[config.mk]
export PLATFORM = sky130hd
export DESIGN_NAME = controlBlock
export DESIGN_NICKNAME = d
export VERILOG_FILES = /design/src/decodePkg.sv /design/src/aluDecode.sv /design/src/controlBlock.sv /design/src/decodeStage.sv /design/src/flowDecode.sv /design/src/memWbDecode.sv /design/src/opClassify.sv
export VERILOG_INCLUDE_DIRS = /design/src /design/src/src
export SDC_FILE = /design/constraint.sdc
export NUM_CORES = 1
export LEC_CHECK = 0
export BUFFER_PORTS_ARGS = -buffer_cell sky130_fd_sc_hd__buf_2
export CORE_ASPECT_RATIO = 1.4
export CORE_MARGIN = 2
export CORE_UTILIZATION = 55
export CTS_BUF_LIST = sky130_fd_sc_hd__clkbuf_8 sky130_fd_sc_hd__clkbuf_16
export CTS_CLUSTER_DIAMETER = 50
export CTS_CLUSTER_SIZE = 12
export DETAILED_ROUTE_END_ITERATION = 16
export GPL_TIMING_DRIVEN = 1
export PLACE_DENSITY = 0.86
export SLEW_MARGIN = 10
export SYNTH_ARGS = -nofsm -noshare
export SYNTH_HDL_FRONTEND = slang
export SYNTH_SLANG_ARGS = --single-unit
[constraint.sdc]
create_clock -name clk -period 2.03 [get_ports clk]
set_clock_uncertainty 0.1 [all_clocks]
set_input_delay 0.406 -clock clk [delete_from_list [all_inputs] [get_ports clk]]
set_output_delay 0.406 -clock clk [all_outputs]
set_load 0.03 [all_outputs]
[src/ctrl_defines.svh]
`ifndef CTRL_DEFINES_SVH
`define CTRL_DEFINES_SVH

// instruction fields
`define OPCODE_W 5
`define FUNC_W 2

// alu operation code
`define ALUOP_W 3

`endif

[src/decodePkg.sv]
`include "ctrl_defines.svh"

package decodePkg;

    typedef enum logic [`OPCODE_W-1:0] {
        OP_HALT    = 5'b00000,
        OP_NOP     = 5'b00001,
        OP_SIIC    = 5'b00010,
        OP_RTI     = 5'b00011,
        OP_J       = 5'b00100,
        OP_JR      = 5'b00101,
        OP_JAL     = 5'b00110,
        OP_JALR    = 5'b00111,
        OP_ADDI    = 5'b01000,
        OP_SUBI    = 5'b01001,
        OP_XORI    = 5'b01010,
        OP_ANDNI   = 5'b01011,
        OP_BEQZ    = 5'b01100,
        OP_BNEZ    = 5'b01101,
        OP_BLTZ    = 5'b01110,
        OP_BGEZ    = 5'b01111,
        OP_ST      = 5'b10000,
        OP_LD      = 5'b10001,
        OP_SLBI    = 5'b10010,
        OP_STU     = 5'b10011,
        OP_ROLI    = 5'b10100,
        OP_SLLI    = 5'b10101,
        OP_RORI    = 5'b10110,
        OP_SRLI    = 5'b10111,
        OP_LBI     = 5'b11000,
        OP_BTR     = 5'b11001,
        OP_ALU_OP2 = 5'b11010,
        OP_ALU_OP1 = 5'b11011,
        OP_SEQ     = 5'b11100,
        OP_SLT     = 5'b11101,
        OP_SLE     = 5'b11110,
        OP_SCO     = 5'b11111
    } opCodeT;

    typedef enum logic [2:0] {
        FMT_R,
        FMT_I1,
        FMT_I2,
        FMT_J,
        FMT_SPECIAL,
        FMT_ILLEGAL
    } formatT;

    // subtract is ADD with invA and cin
    typedef enum logic [`ALUOP_W-1:0] {
        ROL  = 3'd0,
        SLL  = 3'd1,
        ROR  = 3'd2,
        SRL  = 3'd3,
        ADD  = 3'd4,
        XOR  = 3'd6,
        ANDN = 3'd7
    } aluOpT;

    typedef enum logic [2:0] {
        SRC_IMM5S = 3'd0,
        SRC_IMM5Z = 3'd1,
        SRC_REG   = 3'd4,
        SRC_ZERO  = 3'd5
    } aluSrcT;

    typedef enum logic [1:0] {
        DST_I1 = 2'd0,
        DST_I2 = 2'd1,
        DST_R  = 2'd2,
        DST_R7 = 2'd3
    } regDstT;

    typedef enum logic [2:0] {
        WS_MEM  = 3'd0,
        WS_ALU  = 3'd1,
        WS_PC   = 3'd2,
        WS_COND = 3'd3,
        WS_IMM8 = 3'd4,
        WS_SLBI = 3'd5,
        WS_BTR  = 3'd6
    } wrtSrcT;

    typedef enum logic [2:0] {
        BR_NONE = 3'd0,
        BR_EQZ  = 3'd1,
        BR_NEZ  = 3'd2,
        BR_LTZ  = 3'd3,
        BR_GEZ  = 3'd4
    } brTypeT;

    typedef struct packed {
        aluOpT  aluOp;
        aluSrcT aluSrc;
        logic   invA;
        logic   invB;
        logic   cin;
        logic   sign;
    } exCtrlT;

    typedef struct packed {
        logic   memEn;
        logic   memWrt;
        logic   regWrt;
        regDstT regDst;
        wrtSrcT regWrtSrc;
    } memWbCtrlT;

    typedef struct packed {
        logic   jump;
        logic   ret;
        logic   pcOffSel;
        brTypeT brType;
        logic   halt;
    } flowCtrlT;

    typedef struct packed {
        exCtrlT    ex;
        memWbCtrlT memWb;
        flowCtrlT  flow;
        logic      err;
    } ctrlWordT;

endpackage

[src/aluDecode.sv]
`timescale 1ns/1ps
`include "ctrl_defines.svh"

module aluDecode (
    input  decodePkg::formatT     format,
    input  decodePkg::opCodeT     opCode,
    input  logic [`FUNC_W-1:0]    func,
    output decodePkg::exCtrlT     ex
);
    import decodePkg::*;

    logic rAdd;
    logic rSub;
    logic rAndn;

    // func only matters for the two R-format ALU opcodes
    assign rAdd  = (format == FMT_R) && (opCode == OP_ALU_OP1) && (func == 2'd0);
    assign rSub  = (format == FMT_R) && (opCode == OP_ALU_OP1) && (func == 2'd1);
    assign rAndn = (format == FMT_R) && (opCode == OP_ALU_OP1) && (func == 2'd3);

    always_comb begin
        ex = '0;
        if (format != FMT_SPECIAL && format != FMT_ILLEGAL) begin
            case (opCode)
                OP_ALU_OP1: begin
                    case (func)
                        2'd2:    ex.aluOp = XOR;
                        2'd3:    ex.aluOp = ANDN;
                        default: ex.aluOp = ADD;
                    endcase
                end
                OP_ALU_OP2: begin
                    case (func)
                        2'd0:    ex.aluOp = ROL;
                        2'd1:    ex.aluOp = SLL;
                        2'd2:    ex.aluOp = ROR;
                        default: ex.aluOp = SRL;
                    endcase
                end
                OP_XORI:  ex.aluOp = XOR;
                OP_ANDNI: ex.aluOp = ANDN;
                OP_ROLI:  ex.aluOp = ROL;
                OP_SLLI:  ex.aluOp = SLL;
                OP_RORI:  ex.aluOp = ROR;
                OP_SRLI:  ex.aluOp = SRL;
                OP_ADDI, OP_SUBI, OP_ST, OP_LD, OP_STU, OP_BTR,
                OP_SEQ, OP_SLT, OP_SLE, OP_SCO,
                OP_BEQZ, OP_BNEZ, OP_BLTZ, OP_BGEZ:
                    ex.aluOp = ADD;
                // jumps and immediate loads bypass the alu
                default:  ex.aluOp = ROL;
            endcase

            case (opCode)
                OP_ADDI, OP_SUBI, OP_ST, OP_LD, OP_STU:
                    ex.aluSrc = SRC_IMM5S;
                OP_XORI, OP_ANDNI, OP_ROLI, OP_SLLI, OP_RORI, OP_SRLI:
                    ex.aluSrc = SRC_IMM5Z;
                OP_BEQZ, OP_BNEZ, OP_BLTZ, OP_BGEZ:
                    ex.aluSrc = SRC_ZERO;
                default:
                    ex.aluSrc = SRC_REG;
            endcase

            ex.invA = rSub || (opCode == OP_SUBI);
            ex.cin  = rSub || (opCode == OP_SUBI);
            ex.invB = rAndn || (opCode == OP_ANDNI);
            ex.sign = rAdd || rSub
                      || (opCode inside {OP_ADDI, OP_SUBI, OP_STU})
                      || (opCode inside {OP_BEQZ, OP_BNEZ, OP_BLTZ, OP_BGEZ});
        end
    end

endmodule

[src/controlBlock.sv]
`timescale 1ns/1ps
`include "ctrl_defines.svh"

module controlBlock (
    input  logic                  clk,
    input  logic                  arstN,
    input  logic                  instrValid,
    input  logic [`OPCODE_W-1:0]  opCode,
    input  logic [`FUNC_W-1:0]    func,
    output logic                  ctrlValid,
    output decodePkg::ctrlWordT   ctrl
);
    import decodePkg::*;

    opCodeT    opCodeTyped;
    formatT    format;
    logic      err;
    exCtrlT    ex;
    memWbCtrlT memWb;
    flowCtrlT  flow;

    assign opCodeTyped = opCodeT'(opCode);

    opClassify i_opClassify (
        .opCode (opCodeTyped),
        .format (format),
        .err    (err)
    );

    aluDecode i_aluDecode (
        .format (format),
        .opCode (opCodeTyped),
        .func   (func),
        .ex     (ex)
    );

    memWbDecode i_memWbDecode (
        .format (format),
        .opCode (opCodeTyped),
        .memWb  (memWb)
    );

    flowDecode i_flowDecode (
        .format (format),
        .opCode (opCodeTyped),
        .flow   (flow)
    );

    decodeStage i_decodeStage (
        .clk        (clk),
        .arstN      (arstN),
        .instrValid (instrValid),
        .ex         (ex),
        .memWb      (memWb),
        .flow       (flow),
        .err        (err),
        .ctrlValid  (ctrlValid),
        .ctrl       (ctrl)
    );

endmodule

[src/decodeStage.sv]
`timescale 1ns/1ps

module decodeStage (
    input  logic                 clk,
    input  logic                 arstN,
    input  logic                 instrValid,
    input  decodePkg::exCtrlT    ex,
    input  decodePkg::memWbCtrlT memWb,
    input  decodePkg::flowCtrlT  flow,
    input  logic                 err,
    output logic                 ctrlValid,
    output decodePkg::ctrlWordT  ctrl
);

    always_ff @(posedge clk or negedge arstN) begin
        if (!arstN) begin
            ctrlValid <= 1'b0;
            ctrl      <= '0;
        end else begin
            ctrlValid <= instrValid;
            // hold last word through gaps
            if (instrValid) begin
                ctrl <= '{ex: ex, memWb: memWb, flow: flow, err: err};
            end
        end
    end

endmodule

[src/flowDecode.sv]
`timescale 1ns/1ps

module flowDecode (
    input  decodePkg::formatT   format,
    input  decodePkg::opCodeT   opCode,
    output decodePkg::flowCtrlT flow
);
    import decodePkg::*;

    always_comb begin
        flow = '0;
        case (format)
            // pc-relative jumps
            FMT_J: begin
                flow.jump     = 1'b1;
                flow.pcOffSel = 1'b1;
            end
            FMT_I2: begin
                case (opCode)
                    OP_JR, OP_JALR: begin
                        flow.jump = 1'b1;
                        flow.ret  = 1'b1;
                    end
                    OP_BEQZ: flow.brType = BR_EQZ;
                    OP_BNEZ: flow.brType = BR_NEZ;
                    OP_BLTZ: flow.brType = BR_LTZ;
                    OP_BGEZ: flow.brType = BR_GEZ;
                    default: flow.brType = BR_NONE;
                endcase
            end
            FMT_SPECIAL: flow.halt = (opCode == OP_HALT);
            default: flow = '0;
        endcase
    end

endmodule

[src/memWbDecode.sv]
`timescale 1ns/1ps

module memWbDecode (
    input  decodePkg::formatT    format,
    input  decodePkg::opCodeT    opCode,
    output decodePkg::memWbCtrlT memWb
);
    import decodePkg::*;

    always_comb begin
        memWb = '0;
        memWb.memEn  = (opCode inside {OP_ST, OP_LD, OP_STU});
        memWb.memWrt = (opCode inside {OP_ST, OP_STU});
        memWb.regWrt = (format == FMT_R)
                       || ((format == FMT_I1) && (opCode != OP_ST))
                       || (opCode inside {OP_LBI, OP_SLBI, OP_JAL, OP_JALR});

        case (format)
            FMT_R:  memWb.regDst = DST_R;
            // stu writes back the updated base
            FMT_I1: memWb.regDst = (opCode == OP_STU) ? DST_I2 : DST_I1;
            FMT_I2, FMT_J: begin
                if (opCode inside {OP_LBI, OP_SLBI})
                    memWb.regDst = DST_I2;
                else if (opCode inside {OP_JAL, OP_JALR})
                    memWb.regDst = DST_R7;
            end
            default: memWb.regDst = DST_I1;
        endcase

        if (memWb.regWrt) begin
            case (opCode)
                OP_LD:                          memWb.regWrtSrc = WS_MEM;
                OP_SEQ, OP_SLT, OP_SLE, OP_SCO: memWb.regWrtSrc = WS_COND;
                OP_BTR:                         memWb.regWrtSrc = WS_BTR;
                OP_JAL, OP_JALR:                memWb.regWrtSrc = WS_PC;
                OP_LBI:                         memWb.regWrtSrc = WS_IMM8;
                OP_SLBI:                        memWb.regWrtSrc = WS_SLBI;
                default:                        memWb.regWrtSrc = WS_ALU;
            endcase
        end
    end

endmodule

[src/opClassify.sv]
`timescale 1ns/1ps

module opClassify (
    input  decodePkg::opCodeT opCode,
    output decodePkg::formatT format,
    output logic              err
);
    import decodePkg::*;

    always_comb begin
        case (opCode)
            OP_BTR, OP_ALU_OP1, OP_ALU_OP2,
            OP_SEQ, OP_SLT, OP_SLE, OP_SCO:
                format = FMT_R;
            OP_ADDI, OP_SUBI, OP_XORI, OP_ANDNI,
            OP_ROLI, OP_SLLI, OP_RORI, OP_SRLI,
            OP_ST, OP_LD, OP_STU:
                format = FMT_I1;
            OP_LBI, OP_SLBI, OP_JR, OP_JALR,
            OP_BEQZ, OP_BNEZ, OP_BLTZ, OP_BGEZ:
                format = FMT_I2;
            OP_J, OP_JAL:
                format = FMT_J;
            OP_HALT, OP_NOP:
                format = FMT_SPECIAL;
            // no exception support
            default:
                format = FMT_ILLEGAL;
        endcase
    end

    assign err = (format == FMT_ILLEGAL);

endmodule
==> out/metrics.cfg <==
[outcome]
status = finished clean

[yosys]
syn-num-nets = 146
netlist_instances = 136
syn_avg_cell_area_um2 = 9.85
synth_area_um2 = 1340
yosysWarnings = 0
yosys_most_used_dff = dfrtp_1
synthArstFlopShare = 1.00
synth_edf_count = 0
synth_seq_cells = 25
seq_area_frac_synth = 0.467
synth_cell_type_count = 43

[detailed_routing]
wl_um = 2760
dr.pass1.iters = 4
vias_per_cell = 5.81
post_drt_wl_per_cell_um = 14.9
dr.first_iter.drc_count = 43
ant_nets = 0
drc = 0
vias = 1075

[clock_network]
clkSinkCount = 25
clock_path_buffers = 2
clk_pin_slew_worst_paths_ns = 0.08
cts_hold_buf = 0
cts_repair_resize_count = 0
cts_root_buf = clkbuf_8
insertion_delay_ns = 0.26
numCtsBuffers = 3
cts_tree = yes
cts_htree_levels = 1
cts_setup_buffers = 0

[power_and_ir_drop]
p_sw_mw = 0.336
p_leak_nw = 0.720
switching_share = 0.313
power.density_nw_per_um2 = 714
ir_worst_vdd_mv = 0.614
power_frac_comb = 0.230
p_int_mw = 0.739
p_seq_frac = 0.507
p_clk_frac = 0.263

[cells_and_area]
antenna_cells = 0
drive_above_1_share = 0.290
area_delta_synth_final_pct = 12.4
fin_nets = 173

[floorplanning]
core_area_um2 = 2360
rows = 21
ios = 37
dieArea_um2 = 2850
dieWidth_um = 45.7
die_y_um = 62.4
start_util = 0.567

[worst_setup_path]
critPathMaxFanout = 2
cp.required_ns = 1.52
path_cells = buf_2
critPathBufInv = 1
arrival_ns = 0.85
cp_top_family = flip-flops
endpoint_kind = output port
cp-start-kind = flop
crit_slowest_cell = dfrtp_1
path_class = flop to output port
critPathMaxStageDelay_ns = 0.40

[timing]
finalCritPeriodShare = 0.670
tightest_slew_ns = 0.536
hold_ws_ns = 0.0141
fmax_ghz = 0.736
fin_tns_setup_ns = 0
period_needed_ns = 1.36
maxSlewViolCount = 0
grt_setup_unrepaired = no
max_slew_margin = 0.643
finalHoldViolations = 0
setup_viol = 0

[run]
cap_violations = 0

[global_route]
overflow = 0
grt_max_degree = 26
grt_pass1_wl_um = 4600
grt_use_total = 0.210
antenna_found_initial = 0
grt_pass1_vias = 1007

[place]
dp_hpwl_um = 1920
place.gp.congestion = 0.794
io_buffers = 35

[worst_hold_path]
hold_path_class = primary input to asynchronous set/reset pin

[synth_stat cells, types with 2 or more instances]
library cell	count	area, um^2
dfrtp_1	25	626
buf_4	6	45.0
a211o_1	2	17.5
nor3b_1	4	30.0
nand2_1	17	63.8
o21ai_1	9	45.0
inv_1	2	7.51
inv_2	2	7.51
nand2b_1	5	31.3
nand3_1	4	20.0
nor2_1	8	30.0
a21oi_1	3	15.0
xor2_1	2	17.5
and2b_1	2	15.0
a31oi_1	5	31.3
o2bb2ai_1	8	70.1
buf_2	6	30.0
[through the flow]
| step | instances | utilization | setup slack [ns] | power (mW) | area [um^2] |
|---|---|---|---|---|---|
| after floorplan | 136 | - | 0.713 | 0.738 | 1340 |
| after CTS | 185 | 0.637 | 0.675 | 1.08 | 1510 |
| after detailed placement | 181 | 0.618 | 0.443 | 0.802 | 1460 |
| after global placement | 181 | 0.618 | 0.501 | 0.797 | 1460 |
| final | 185 | 0.637 | 0.671 | 1.08 | 1510 |
| after global routing | 185 | 0.637 | 0.619 | 1.12 | 1510 |
[metal layers]
metal	wire length, um	share of wire	global-route usage
met4	37	0.013	0.0786
met1	1220	0.44	0.288
met3	111	0.040	0.0231
met5	0	0	0
met2	1400	0.51	0.333
[placed cells by master (no fill, tap or decap), drive strengths merged, types with 2 or more instances in the layout]
cell type,instances
nand2b,5
a31oi,5
xor2,2
o2bb2ai,8
inv,5
a21oi,3
a211o,2
nand2,17
buf,36
and2b,3
nand3,4
o21ai,9
dfrtp,25
nor2,8
nor3b,5
clkbuf,3
[final timing paths]
check	cells after the start	slack, ns	endpoint	from
max in group asynchronous	1	1.46	i_decodeStage.ctrl[0]	arstN
max reg2reg	2	1.03	i_decodeStage.ctrl[23]	i_decodeStage.ctrl[23]
min reg2reg	1	0.39	i_decodeStage.ctrl[24]	i_decodeStage.ctrl[24]
max	1	0.67	ctrl[10]	i_decodeStage.ctrl[10]
min in group clk	1	0.18	i_decodeStage.ctrlValid	instrValid
min	1	0.01	i_decodeStage.ctrl[22]	arstN
[cells by family (layout without fill, tap and decap cells)]
kind of cell / count (synthesis) / count (layout) / synth area share
buffers and inverters: 18 / 44 / 0.0784
xor gates and xnor gates: 3 / 3 / 0.0196
muxes: 2 / 2 / 0.0159
other: 1 / 1 / 0.00280
and+or+nand+nor: 49 / 49 / 0.195
DFF: 25 / 25 / 0.467
AOI/OAI and AO/OA: 38 / 38 / 0.221
[area by class of cell]
type,instances,area (um^2)
flip-flops and latches,25,626
repair buffers,36,183
inverters,4,15.0
clock buffers,3,41.3
fillers,195,858
clock inverters,1,3.75
well taps,23,28.8
multi-input cells,93,609
[state kept, by name, summed over array words and instances (netlist names)]
name,cells
i_decodeStage.ctrl,24
i_decodeStage.ctrlValid,1
[power groups by stage]
stage | clock network (mW) | registers (mW) | logic, mW
finish | 0.283 | 0.545 | 0.248
global route | 0.300 | 0.549 | 0.268
global placement | 0 | 0.554 | 0.243
floorplan | 0 | 0.622 | 0.116
detailed placement | 0 | 0.556 | 0.247
CTS | 0.290 | 0.546 | 0.248
Power figures use the tool's default switching activity.
